--- src/source/isa_pkg.sv ---
// rv32 isa definitions: alu functions, operand selects, store sizes, immediate decoders
package isa_pkg;

	localparam int xlen = 32;                  // data path width
	localparam logic [xlen-1:0] alu_bad_value = 32'hfacebeec; // unlisted alu function

	typedef logic [xlen-1:0] xlen_t;

	////////////////////////////////////////////////////////////////////////////
	// encodings
	////////////////////////////////////////////////////////////////////////////

	typedef enum logic [3:0] {
		alu_add  = 4'd0,
		alu_sub  = 4'd1,
		alu_and  = 4'd2,
		alu_slt  = 4'd3,   // signed compare
		alu_sltu = 4'd4,   // unsigned compare
		alu_or   = 4'd5,
		alu_xor  = 4'd6,
		alu_srl  = 4'd7,
		alu_sll  = 4'd8,
		alu_sra  = 4'd9    // arithmetic right
	} alu_func_e;

	typedef enum logic [1:0] {
		opa_is_rs1  = 2'd0,
		opa_is_npc  = 2'd1,
		opa_is_pc   = 2'd2,
		opa_is_zero = 2'd3
	} opa_sel_e;

	typedef enum logic [2:0] {
		opb_is_rs2   = 3'd0,
		opb_is_i_imm = 3'd1,
		opb_is_s_imm = 3'd2,
		opb_is_b_imm = 3'd3,
		opb_is_u_imm = 3'd4,
		opb_is_j_imm = 3'd5   // 6 and 7 unused
	} opb_sel_e;

	typedef enum logic [1:0] {
		st_none = 2'd0,   // not a store
		st_byte = 2'd1,
		st_half = 2'd2,
		st_word = 2'd3
	} store_size_e;

	////////////////////////////////////////////////////////////////////////////
	// sign-extended immediates
	////////////////////////////////////////////////////////////////////////////

	function automatic xlen_t imm_i(input xlen_t inst);
		return {{20{inst[31]}}, inst[31:20]};
	endfunction

	function automatic xlen_t imm_s(input xlen_t inst);
		return {{20{inst[31]}}, inst[31:25], inst[11:7]};   // split field
	endfunction

	function automatic xlen_t imm_b(input xlen_t inst);
		return {{19{inst[31]}}, inst[31], inst[7], inst[30:25], inst[11:8], 1'b0};
	endfunction

	function automatic xlen_t imm_u(input xlen_t inst);
		return {inst[31:12], 12'b0};   // upper 20 bits, no extension needed
	endfunction

	function automatic xlen_t imm_j(input xlen_t inst);
		return {{11{inst[31]}}, inst[31], inst[19:12], inst[20], inst[30:21], 1'b0};
	endfunction

endpackage

--- src/source/fu_pkg.sv ---
// functional unit tags and widths for rob, physical registers and store queue
package fu_pkg;

	localparam int pr_idx_w  = 6;   // 64 physical registers
	localparam int rob_idx_w = 5;   // 32 rob entries
	localparam int sq_idx_w  = 3;   // 8 store queue slots
	localparam int byte_en_w = 4;   // one enable per byte lane

	typedef logic [pr_idx_w-1:0]  pr_idx_t;
	typedef logic [rob_idx_w-1:0] rob_idx_t;
	typedef logic [sq_idx_w-1:0]  sq_idx_t;
	typedef logic [byte_en_w-1:0] byte_en_t;

	// what the complete bus sees
	typedef struct packed {
		isa_pkg::xlen_t dest_value;
		pr_idx_t        dest_pr;
		rob_idx_t       rob_entry;
		logic           halt;
	} complete_payload_t;

	// store queue entry fill
	typedef struct packed {
		isa_pkg::xlen_t addr;       // word aligned
		isa_pkg::xlen_t data;       // already in its byte lanes
		byte_en_t       usebytes;
		sq_idx_t        sq_idx;
	} store_payload_t;

endpackage

--- src/source/stage_hold_reg.sv ---
// valid tagged payload register that holds under stall, payload type is a parameter
`timescale 1ns/1ps

module stage_hold_reg #(
	parameter type payload_t = isa_pkg::xlen_t
) (
	input  logic     clock,
	input  logic     arst_n,
	input  logic     load,      // capture d, wins over clear
	input  logic     clear,     // entry leaves
	input  payload_t d,
	output payload_t q,
	output logic     q_valid
);

	always_ff @(posedge clock or negedge arst_n) begin
		if (!arst_n) begin
			q_valid <= 1'b0;
		end else if (load) begin
			q_valid <= 1'b1;
		end else if (clear) begin
			q_valid <= 1'b0;
		end
	end

	// payload only, valid bit qualifies it
	always_ff @(posedge clock) begin
		if (load) q <= d;
	end

	// held entry must not drift between edges
	a_hold_stable: assert property (@(posedge clock) disable iff (!arst_n)
		(q_valid && !load && !clear) |=> $stable(q))
	else $error("stage_hold_reg: payload changed while held");

endmodule

--- src/source/complete_stage.sv ---
// complete stage that registers alu and store results side by side and drives fu_ready
`timescale 1ns/1ps

module complete_stage (
	input  logic                 clock,
	input  logic                 arst_n,
	input  logic                 valid,
	input  isa_pkg::store_size_e store_size,
	input  logic                 complete_stall,   // complete bus busy
	input  isa_pkg::xlen_t       alu_result,
	input  isa_pkg::xlen_t       st_addr,
	input  isa_pkg::xlen_t       st_data,
	input  fu_pkg::byte_en_t     st_usebytes,
	input  fu_pkg::pr_idx_t      dest_pr,
	input  fu_pkg::rob_idx_t     rob_entry,
	input  fu_pkg::sq_idx_t      sq_tail,
	input  logic                 halt,
	output logic                 fu_ready,
	output logic                 want_to_complete,
	output isa_pkg::xlen_t       dest_value,
	output fu_pkg::pr_idx_t      dest_pr_out,
	output fu_pkg::rob_idx_t     rob_entry_out,
	output logic                 halt_out,
	output logic                 if_take_branch,
	output isa_pkg::xlen_t       target_pc,
	output logic                 if_store,
	output isa_pkg::xlen_t       store_addr,
	output isa_pkg::xlen_t       store_data,
	output fu_pkg::byte_en_t     store_usebytes,
	output fu_pkg::sq_idx_t      sq_idx
);
	import isa_pkg::*;
	import fu_pkg::*;

	complete_payload_t c_d, c_q;
	store_payload_t    s_d, s_q;
	logic              accept;     // slot taken this edge
	logic              is_store;
	logic              leave;      // held entries go out

	assign is_store = (store_size != st_none);
	assign fu_ready = !(want_to_complete && complete_stall);   // one entry deep
	assign accept   = valid && fu_ready;
	assign leave    = !complete_stall;

	// a store reuses the completion slot and puts its address on the bus
	assign c_d = '{dest_value: is_store ? st_addr : alu_result,
		dest_pr: dest_pr, rob_entry: rob_entry, halt: halt};
	assign s_d = '{addr: st_addr, data: st_data, usebytes: st_usebytes, sq_idx: sq_tail};

	stage_hold_reg #(.payload_t(complete_payload_t)) u_complete_reg (
		.clock   (clock),
		.arst_n  (arst_n),
		.load    (accept),
		.clear   (leave),
		.d       (c_d),
		.q       (c_q),
		.q_valid (want_to_complete)
	);

	stage_hold_reg #(.payload_t(store_payload_t)) u_store_reg (
		.clock   (clock),
		.arst_n  (arst_n),
		.load    (accept && is_store),
		.clear   ((accept && !is_store) || leave),   // non-store slot replaces it
		.d       (s_d),
		.q       (s_q),
		.q_valid (if_store)
	);

	assign dest_value     = c_q.dest_value;
	assign dest_pr_out    = c_q.dest_pr;
	assign rob_entry_out  = c_q.rob_entry;
	assign halt_out       = c_q.halt;
	assign if_take_branch = 1'b0;   // no branch resolution here
	assign target_pc      = '0;
	assign store_addr     = s_q.addr;
	assign store_data     = s_q.data;
	assign store_usebytes = s_q.usebytes;
	assign sq_idx         = s_q.sq_idx;

	// issuer keeps an offered slot until the unit takes it
	a_slot_held: assert property (@(posedge clock) disable iff (!arst_n)
		(valid && !fu_ready) |=> (valid && $stable(store_size) && $stable(c_d) && $stable(s_d)))
	else $error("complete_stage: issue slot changed while fu_ready was low");

endmodule

--- config.mk ---
export PLATFORM = sky130hd
export DESIGN_NAME = complete_stage
export DESIGN_NICKNAME = d
export VERILOG_FILES = /design/src/source/isa_pkg.sv /design/src/source/fu_pkg.sv /design/src/source/stage_hold_reg.sv /design/src/source/complete_stage.sv
export SDC_FILE = /design/constraint.sdc
export NUM_CORES = 1
export LEC_CHECK = 0
export ABC_AREA = 1
export BUFFER_PORTS_ARGS = -buffer_cell sky130_fd_sc_hd__buf_2
export CAP_MARGIN = 20
export CORE_MARGIN = 8
export CORE_UTILIZATION = 30
export DETAILED_ROUTE_END_ITERATION = 7
export PLACE_DENSITY = 0.6
export SETUP_SLACK_MARGIN = 0.5
export SLEW_MARGIN = 15
export SYNTH_ARGS = -nofsm -noshare
export SYNTH_HDL_FRONTEND = slang
export SYNTH_SLANG_ARGS = --single-unit
--- constraint.sdc ---
create_clock -name clock -period 2.8 [get_ports clock]
set_input_delay 0.56 -clock clock [delete_from_list [all_inputs] [get_ports clock]]
set_output_delay 0.56 -clock clock [all_outputs]
set_load 0.005 [all_outputs]
* Word-level counts from Yosys, hierarchy flattened
Index checks and enable logic that the tools add are counted.
** Operators by class
- Equality and inequality tests :: 1
- Mux-type cells :: 5
- Reduce and logical (&&, ||, !) cells :: 10
** Operators by type and width (count)
- $mux W32 :: 1
- $logic_and A1 B1 Y1 :: 4
- $mux W1 :: 4
- $reduce_bool A2 Y1 :: 2
- $logic_not A1 Y1 :: 3
- $ne A2 B1 Y1 const B :: 1
- $logic_or A1 B1 Y1 :: 1
** Storage, ports and cells
- Register bits after elaboration :: 117
- Input bits :: 121
- Output and inout bits :: 151
- Word-level logic and storage cells :: 26

* Depth between registers and ports, before layout
Gate-level depths: netlist of the first run.
- Depth after elaboration :: 7
- Mapped depth :: 5

* Modules after synthesis
From an unflattened synthesis of the first run, not the netlist that was laid out.
** Second synthesis, totals
- Cell total of the unflattened synthesis :: 272
- Area, all modules :: 4300.4 um^2
** Modules (own cells, without submodules)
- stage_hold_reg (u_store_reg) :: instances 1, cells each 76, area an instance 2172.1 um^2
- stage_hold_reg (u_complete_reg) :: instances 1, cells each 49, area an instance 1361.3 um^2
- complete_stage :: instances 1, cells each 147, area an instance 767.0 um^2

* Worst setup path before layout of the first run
OpenSTA, ideal clock, no wires.
- Kind :: in2reg
- Start point :: input port complete_stall
- End point :: register u_store_reg.q[0] (netlist bit) (enable)
- Arrival time :: 2.174 ns
- Path slack :: 0.201 ns
- Stages :: 3
- Path buffers :: 0
- Path through :: nand2_1 -> nand3_1 -> inv_1
** On the way
- Word-level cells in the longest chain between the ends :: 4
** RTL lines
- from (decl) :: RTL line complete_stage.sv:9 : input logic complete_stall,
- $logic_and A1 B1 Y1 :: RTL line complete_stage.sv:42 : assign fu_ready = !(want_to_complete && complete_stall);
- $logic_not A1 Y1 :: RTL line complete_stage.sv:42
- $logic_and A1 B1 Y1 :: RTL line complete_stage.sv:43 : assign accept = valid && fu_ready;
- $logic_and A1 B1 Y1 :: RTL line complete_stage.sv:64 : .load (accept && is_store),
- via u_store_reg.load :: RTL line stage_hold_reg.sv:9 : input logic load,
- to (signal assigned) :: RTL line stage_hold_reg.sv:28 : if (load) q <= d;
- to (decl) :: RTL line stage_hold_reg.sv:12 : output payload_t q,
The timed path passes the listed nets, and every way through them passes these cells.
A chain may end at the register's enable or synchronous reset.

* Worst setup path after layout of the first run
- Start point :: register u_complete_reg.q_valid
- End point :: register u_store_reg.q[53] (netlist bit) (enable)
** On the way
- Word-level cells in the longest chain between the ends :: 4
** RTL lines
- from (decl) :: RTL line stage_hold_reg.sv:13 : output logic q_valid
- from (signal assigned) :: RTL line stage_hold_reg.sv:18 : q_valid <= 1'b0;
- from (signal assigned) :: RTL line stage_hold_reg.sv:20 : q_valid <= 1'b1;
- from (signal assigned) :: RTL line stage_hold_reg.sv:22 : q_valid <= 1'b0;
- $logic_and A1 B1 Y1 :: RTL line complete_stage.sv:42
- $logic_not A1 Y1 :: RTL line complete_stage.sv:42
- $logic_and A1 B1 Y1 :: RTL line complete_stage.sv:43
- $logic_and A1 B1 Y1 :: RTL line complete_stage.sv:64
- via u_store_reg.load :: RTL line stage_hold_reg.sv:9
The timed path passes the listed nets, and every way through them passes these cells.

==> run metrics, run 1 <==
status completed; CTS Buf Count 17; DRT Pass-1 Iters 4; Worst path depth 4; critical path arrival approximately 1700 ps; Seq/Total Area, Yosys 0.830; Critical Path Fanout Max 46; final setup fails 0; ANT cells 0; global route overflow 0; Clock Tree Buf Depth 2; GRT Total Usage 0.134; cells on worst reg2reg path 4; Setup crit end kind flip-flop; slew margin rel. 0.457; Pleak approximately 2.8 nW; Slew Viols, Final 0; fin crit share 0.594; Yosys reg bits between 100 and 150; Max Clock Freq between 600 and 700 MHz; Port Buffers approximately 240; Synth Warn # 0; # Max-Cap Violations 0; CORE AREA 0.0138 mm2; Hold/Removal Path Class in2reg; final core occ 0.441; Clock Tree Root clkbuf_16; CTS tree done; Post-Route Skew ~6.7 ps; DRC Markers 0; WP data required about 2800 ps; Flop pwr share 0.462; Cell Int Power about 0.0036 W; post-route ant nets 0; CP cell instances nand2_1, nand3_1, clkinvlp_4, buf_4; DR vias/cell 4.10; Worst-Skew Late Latency 400 ps; post-DP HPWL around 9400 um; first-pass GRT wire length between 15,000 and 20,000 um; Placed Area between 0.005 and 0.006 mm2; reg2reg setup slack ~1100 ps; DR iter-0 viols 143; Pwr Density 743 mW/mm2; Clock Power Share 0.460; fraction of layout instances using a drive strength above 1 0.508; drt wl/cell approximately 17 um; Worst Max-Slew Pin Slew about 800 ps; Final Hold Vio Count 0; die area about 0.018 mm2; CTS resizes 0; num rows 43; crit path from u_complete_reg.q_valid; setup repair bufs after CTS 0; Setup Total Neg Slack 0 ps; total length of routed wires around 12,000 um; GPL Wtd Cong ~0.76; Slowest Stage Delay on Critical Path around 460 ps; part of the power in combinational logic 0.077; maximum VDD drop approximately 0.30 mV; cell count after synthesis 267; Setup CP Type reg2reg; Final #Nets between 600 and 700; Clock transition at path regs around 50 ps; synth unique cells 10; P&R area growth vs syn 44.5%; RSZ-0062 raised after global routing no; RR Startpoint u_complete_reg.q_valid; FF-to-FF End u_store_reg.q[53]; Crit path max-delay family buffers and inverters; net switching power 0.000944 W; initial antenna violation count 0; H-tree Lvls 4; Startpoint Class flip-flop; Buf/Inv on CP 2; hold buffers post-CTS 1; number of global-route vias before repair 3,266; die height between 100 and 150 um; # IOs around 270; width of the die approximately 130 um; fin area around 0.0061 mm2; Initial Utilization 0.305; post-layout min period between 1500 and 2000 ps; largest net degree at the start of global routing 47; slowest CP cell buf_4; vias between 2k and 3k; CP Capture Point u_store_reg.q[53]; Sw Ratio 0.208; Avg Synthesized Cell Area between 15 and 20 um2; Synth Cell Area 0.00422 mm2; clock sinks ~120
-- final cells by class --
type	count	area, um2
Clock buffer	18	429
Timing Repair Buffer	243	1240
Inverter	5	22.5
Fill cell	1309	7730
Clock inverter	14	141
Sequential cell	117	3500
Tap cell	180	225
Multi-Input combinational cell	138	529
-- state kept, by name (all words and copies together), names as in the netlist --
name and cells:
u_store_reg.q 71, u_complete_reg.q_valid 1, u_complete_reg.q 44, u_store_reg.q_valid 1
-- cell usage in the layout, fill, tap and decap left out --
master and instances:
nand2_1 102, inv_1 1, nor2_4 1, dlygate4sd3_1 1, conb_1 33, nand3_1 1
buf_12 1, buf_2 238, clkinvlp_4 3, edfxtp_1 115, clkinv_2 2, bufinv_16 3
dfrtp_1 2, buf_4 3, inv_2 3, clkbuf_16 17, clkinv_1 7, clkbuf_1 1
nand2_2 1
-- through the flow --
stage | setup WS, ps | instances | hold WS, ps | total power (W)
2_1_floorplan | 564 | 299 | 264 | 0.00227
5_1_grt | 1050 | 715 | 307 | 0.00471
3_3_place_gp | 893 | 682 | 350 | 0.00248
6_report | 1140 | 715 | 331 | 0.00453
4_1_cts | 1130 | 715 | 307 | 0.00460
3_5_place_dp | 855 | 682 | 348 | 0.00249
-- power by group through the flow --
stage	clock [W]	sequential (W)	combinational [W]
floorplan	0	0.00214	0.000131
global placement	0	0.00213	0.000352
detailed placement	0	0.00213	0.000358
CTS	0.00214	0.00210	0.000360
global route	0.00221	0.00210	0.000395
finish	0.00209	0.00209	0.000351
-- worst reg2reg max path: cells and delay by family, from the launching register on --
kind	cells	cell delay, ps
flops	1	380
simple gates	2	280
buf+inv	2	580
-- worst min path at each step --
stage / to / cells after the start / slack [ps] / startpoint
4_1_cts: u_complete_reg.q[1] / 1 / 310 / rob_entry[0]
2_1_floorplan: u_complete_reg.q_valid / 0 / 260 / arst_n
3_3_place_gp: u_complete_reg.q_valid / 1 / 350 / arst_n
5_1_grt: u_store_reg.q[22] / 1 / 310 / st_data[15]
6_report: u_complete_reg.q[1] / 1 / 330 / rob_entry[0]
3_5_place_dp: u_complete_reg.q_valid / 1 / 350 / arst_n
-- routing by layer --
metal / global-route usage / routed length (um)
met1: 0.147 / 4990
met5: 0 / 0
met4: 0.0468 / 130
met3: 0.0691 / 1310
met2: 0.217 / 5780
-- Yosys cell counts --
master    instances  area (um2)
inv_2             2        7.51
nand2_2           1        6.26
nor2_2            1        6.26
buf_4            39         293
edfxtp_1        115        3450
dfrtp_1           2        50.1
inv_1             3        11.3
nand3_1           1        5.00
nand2_1         102         383
conb_1            1        3.75
-- logic make-up (layout without fill, tap and decap cells) --
group	count (synthesis)	in the layout	share of synthesized area
DFF	117	117	0.830
and+or+nand+nor	105	105	0.0949
buffers and inverters	44	280	0.0738
other	1	33	0.000889
Note: power is estimated with default switching activity, not from simulation.
==> inputs of run 2 (changes only) <==
--- a/config.mk
+++ b/config.mk
@@ -5,13 +5,13 @@
 export SDC_FILE = /design/constraint.sdc
 export NUM_CORES = 1
 export LEC_CHECK = 0
-export ABC_AREA = 1
+export ABC_AREA = 0
 export BUFFER_PORTS_ARGS = -buffer_cell sky130_fd_sc_hd__buf_2
 export CAP_MARGIN = 20
 export CORE_MARGIN = 8
 export CORE_UTILIZATION = 30
 export DETAILED_ROUTE_END_ITERATION = 7
-export PLACE_DENSITY = 0.6
+export PLACE_DENSITY = 0.62
 export SETUP_SLACK_MARGIN = 0.5
 export SLEW_MARGIN = 15
 export SYNTH_ARGS = -nofsm -noshare
==> constraint.sdc (replaced) <==
create_clock -name clock -period 1.44 [get_ports clock]
set_input_delay 0.288 -clock clock [delete_from_list [all_inputs] [get_ports clock]]
set_output_delay 0.288 -clock clock [all_outputs]
set_load 0.005 [all_outputs]
==> run 2 against run 1 <==
Against the previous run:
- global-route usage is 0.053 points higher
- critical path type unchanged
- synthesized cell count is 27% lower
- wire length rose by 3.6%
- utilization grew 5.0 points
- power up 93%
- area after synthesis about the same
- via count is 7.3% lower
==> run metrics, run 2 <==
final setup fails 0; adder-cell share of the synthesized area 0; final core occ 0.491; reg2reg setup slack between 30 and 40 ps; Port Buffers approximately 240; DR vias/cell 4.04; P&R area growth vs syn 60.9%; # Max-Cap Violations 0; most frequent cells in the layout buf_2, edfxtp_1, conb_1; top cells by area, synth edfxtp_1, mux2_2, buf_4; Final #Nets between 600 and 700; maximum VDD drop between 0.6 and 0.7 mV; clock sinks between 100 and 150; Largest Register u_store_reg.q; post-layout min period between 1000 and 1500 ps; Setup crit end kind flip-flop; fin crit share 0.976; synth unique cells 14; fraction of layout instances using a drive strength above 1 0.680; busiest layer in global routing met2; FF-to-FF End u_store_reg.q[32]; GRT met2 Usage 0.223; Hold/Removal Path Class in2reg; DRT Pass-1 Iters 4; Synth Warn # 0; CORE AREA ~0.014 mm2; post-route ant nets 0; Register Area around 0.0035 mm2; GPL Wtd Cong just over 0.7; die height around 130 um; # IOs approximately 270; cell count after synthesis 194; width of the die 135 um; CP Capture Point u_store_reg.q[32]; biggest regs u_store_reg.q: 71 flops, u_complete_reg.q: 44 flops; die area between 0.015 and 0.02 mm2; drt wl/cell approximately 19 um; Setup CP Type reg2reg; first-pass GRT wire length about 18,000 um; area leader, netlist edfxtp_1; CTS tree done; Yosys reg bits 117; status completed; post-synth top area share 0.818; number of synthesized flops with an enable pin 115; global route overflow 0; Clock transition at path regs approximately 50 ps; Critical Path Fanout Max 7; Pwr Density around 1300 mW/mm2; Seq/Total Area, Yosys 0.830; ANT cells 0; most common cell after layout, fill and taps aside buf_2; most common cell in the netlist edfxtp_1; max reg flops just over 70; Pleak 2.97 nW; H-tree Lvls 4; largest family of logic cells by synthesized area multiplexers; Initial Utilization 0.305; vias 2,720; number of global-route vias before repair 3,045; cells on worst reg2reg path 4; crit path from u_complete_reg.q_valid; Multi-input gate area a little under 700 um2; CTS Buf Count 17; post-DP HPWL between 9000 and 10,000 um; num rows 43; RR Startpoint u_complete_reg.q_valid; WP data required 1560 ps; Avg Synthesized Cell Area roughly 22 um2; grt met1 use 0.141; Post-Route Skew 10.9 ps; async set or reset register ratio after synthesis 0.0171; Synth Cell Area between 0.004 and 0.005 mm2; met3 GRT Util 0.0724; hold path startpoint st_data[26]; Compound-Gate Fraction of Synth Area 0.00415; Clock Tree Root clkbuf_16; Post-synth top cells edfxtp_1, buf_4, mux2_2, clkbuf_8; Layout fillers 1,184; mux cell area share after synthesis 0.0871; initial antenna violation count 1; Clock Tree Buf Depth 2; Setup Total Neg Slack 0 ps; Final Hold Vio Count 0; Max Clock Freq about 700 MHz; RSZ-0062 raised after global routing yes; DRC Markers 0; Slew Viols, Final 0; xor-xnor portion of the synthesized cell area 0; DR iter-0 viols 82; total length of routed wires about 13,000 um; largest net degree at the start of global routing 19; Startpoint Class flip-flop; GRT Total Usage 0.134; critical path arrival around 1500 ps; Worst-Skew Late Latency ~410 ps; simple-gate share of the synthesized area 0.00948; Top FF cell, synth edfxtp_1
run 2: cell types whose count changed after synthesis, sizes merged, moves of 2 or more:
cell,before,now
nand2,103,1
nand2b,0,2
clkbuf,0,3
mux2,0,32
inv,5,0
buf,39,33
run 2: through the flow:
step	setup slack [ps]	instance area [um2]	hold WS [ps]	power, W	instances
2_1_floorplan	-953	4470	-7.59	0.00443	226
5_1_grt	7.67	6790	37.1	0.00909	673
3_3_place_gp	71.7	5730	72.9	0.00482	618
6_report	34.2	6790	56.8	0.00876	673
4_1_cts	18.9	6690	34.9	0.00885	669
3_5_place_dp	60.4	5730	76.0	0.00484	618
run 2: worst min-delay path by stage:
stage,slack [ps],cells after the start,to
after global routing,40,1,u_store_reg.q[26]
after global placement,70,1,u_store_reg.q_valid
final,60,1,u_store_reg.q[33]
after floorplan,-8,0,u_complete_reg.q_valid
after detailed placement,80,1,u_store_reg.q_valid
after CTS,30,1,u_complete_reg.q[4]
run 2: what timing repair did:
item,in CTS,in global routing
hold buffers,1,0
cloned,7,4
gates resized for setup,26,2
setup endpoints to repair,234,251
pin swaps,2,3
buffers inserted,11,0
endpoints found under the hold margin,2,0
run 2: cells by family after synthesis:
group	after synthesis
muxes	32
DFF	117
buffers and inverters	36
and+or+nand+nor	6
AOI/OAI and AO/OA	2
other	1
run 2: report_power, final:
part	switching [W]	internal, W
clock	0.00144	0.00234
sequential	0.0000432	0.00398
combinational	0.000403	0.000560
run 2: area by class of cell:
cell class,count,area share
Clock buffer,18,0.0632
Tap cell,180,0.0332
Sequential cell,117,0.516
Timing Repair Buffer,271,0.270
Multi-Input combinational cell,73,0.101
Clock inverter,14,0.0168
run 2: critical path: stages (launching register included):
cell and delay [ps]:
dfrtp_1 410, a21boi_4 160, and2_4 250, buf_12 150, clkbuf_16 150
run 2: layer usage:
layer,routed length [um],share of wire
met2,6350,0.50
met4,127,0.010
met1,4640,0.37
met5,12,0.00095
met3,1520,0.12
==> inputs of run 3 (changes only) <==
==> constraint.sdc (replaced) <==
create_clock -name clock -period 1.44 [get_ports clock]
set_input_delay 0.072 -clock clock [delete_from_list [all_inputs] [get_ports clock]]
set_output_delay 0.072 -clock clock [all_outputs]
set_load 0.005 [all_outputs]
==> run 3 against run 2 <==
Against the previous run:
- global-route usage up 1.6 points
- maximum frequency increased by 5.7%
- sequential share of layout area down 6.5 points
- critical endpoint is now u_store_reg.q[28]
- register-to-register slack better by 80 ps
- wire length is 9.6% higher
- first-iteration DRC count is 13% lower
- final area up 14%
- final cell count is 15% higher
- utilization increased by 7.0 points
==> run metrics, run 3 (same netlist as run 2, synthesis figures left out) <==
first-pass GRT wire length around 21,000 um; CTS Buf Count 17; CP cell instances a21boi_4, and2_4, buf_12, clkbuf_16; Clock Tree Buf Depth 2; max reg flops 71; Max Clock Freq approximately 750 MHz; fin crit share 0.924; Final #Nets between 700 and 800; fraction of layout instances using a drive strength above 1 0.545; # Max-Cap Violations 0; DR vias/cell roughly 4.1; DR iter-0 viols 71; number of global-route vias before repair between 3k and 4k; Final Hold Vio Count 0; dpl ws between 80 and 90 ps; vias between 3k and 4k; largest net degree at the start of global routing 25; Port Buffers 238; GRT met2 Usage 0.249; slowest CP cell dfrtp_1; biggest regs u_store_reg.q: 71 flops, u_complete_reg.q: 44 flops; Critical Path Fanout Max 7; total power a little under 0.01 W; H-tree Lvls 4; grt met1 use 0.167; status completed; critical path arrival around 1400 ps; num rows between 40 and 50; total length of routed wires 13,900 um; drt wl/cell 17.9 um; Post-Route Skew 7.16 ps; Flop pwr share 0.416; Sw Ratio 0.203; Slowest Stage Delay on Critical Path 410 ps; Largest Register u_store_reg.q; net switching power around 0.002 W; Hold/Removal Path Class in2reg; worst hold slack 29.7 ps; DRC Markers 0; Clock Power Share 0.472; post-route ant nets 0; Initial Utilization 0.305; final setup fails 0; Setup crit end kind flip-flop; Setup CP Type reg2reg; Slew Viols, Final 0; clock sinks roughly 120; part of the power in combinational logic 0.112; P&R area growth vs syn 84.0%; CORE AREA around 0.014 mm2; ANT cells 0; most common cell after layout, fill and taps aside buf_2; final core occ 0.562; Pleak around 3.4 nW; met3 GRT Util 0.0672; global route overflow 0; busiest layer in global routing met2; WP data required between 1500 and 2000 ps; Startpoint Class flip-flop; GPL Wtd Cong ~0.8; width of the die 135 um; post-layout min period 1330 ps; Cell Int Power approximately 0.0077 W; Clock transition at path regs roughly 60 ps; GRT Total Usage 0.150; CTS tree done; DRT Pass-1 Iters 4; post-DP HPWL just under 10,000 um; # IOs around 270; die height ~130 um; die area about 0.018 mm2; Clock Tree Root clkbuf_16; Worst-Skew Late Latency roughly 400 ps; most frequent cells in the layout buf_2, dlygate4sd3_1, edfxtp_1; setup ws final 110 ps; RSZ-0062 raised after global routing yes; Pwr Density around 1200 mW/mm2; maximum VDD drop roughly 0.59 mV; initial antenna violation count 0
==> run 3: cell count changes in the layout (fill, tap and decap cells not counted), moves of 2 or more <==
cell           previous run  this run
dlygate4sd3_1             1       118
buf_16                    8         2
buf_6                     8         3
buf_8                     4         0
bufinv_16                 1         5
clkinv_1                  4         0
inv_6                     0         2
mux2_2                    0         2
mux2_4                   32        30
==> run 3: area by class of cell <==
class,count,area (um2)
repair buffers,374,2710
flip-flops and latches,117,3500
clock inverters,15,229
multi-input cells,73,671
fillers,1107,6060
clock buffers,17,425
well taps,180,225
==> run 3: stage by stage <==
stage / cells / cell area (um2) / TNS, ps
2_1_floorplan: 226 / 4460 / -77050
3_3_place_gp: 615 / 5700 / 0
3_5_place_dp: 615 / 5700 / 0
4_1_cts: 772 / 7680 / 0
5_1_grt: 776 / 7770 / 0
6_report: 776 / 7770 / 0
==> run 3: worst max-delay path, delay by kind of cell (launching register included) <==
family	cells	cell delay, ps
flip-flops	1	410
buffers and inverters	2	290
AO/OA/AOI/OAI	1	150
AND/OR/NAND/NOR	1	200
==> run 3: power by group through the flow <==
stage,Sequential (W),Combinational (W),Clock [W]
3_5_place_dp,0.00410,0.000732,0
4_1_cts,0.00403,0.00106,0.00469
3_3_place_gp,0.00409,0.000718,0
6_report,0.00403,0.00109,0.00458
2_1_floorplan,0.00412,0.000300,0
5_1_grt,0.00405,0.00117,0.00480
==> run 3: timing repair <==
| action | CTS | global route |
|---|---|---|
| endpoints found under the hold margin | 119 | 0 |
| hold buffers | 118 | 0 |
| resized for setup | 9 | 4 |
| gates cloned | 2 | 3 |
| setup buffers | 5 | 1 |
| pin swaps | 1 | 2 |
| endpoints found under the setup margin | 234 | 234 |
==> run 3: final timing paths <==
check | cells past startpoint | start | end | slack [ps]
worst min-delay path | 2 | alu_result[0] | u_complete_reg.q[12] | 30
min in group asynchronous | 3 | arst_n | u_store_reg.q_valid | 510
max in group asynchronous | 3 | arst_n | u_complete_reg.q_valid | 810
worst min register to register | 1 | u_store_reg.q_valid | u_store_reg.q_valid | 590
worst max-delay path | 4 | u_complete_reg.q_valid | u_store_reg.q[28] | 110
worst max register to register | 4 | u_complete_reg.q_valid | u_store_reg.q[28] | 110
==> run 3: metal layers <==
metal	vias up	wire, um
met3	14	1310
met2	185	6920
met1	1500	5460
met4	0	168
met5	-	0
li1	1463	-
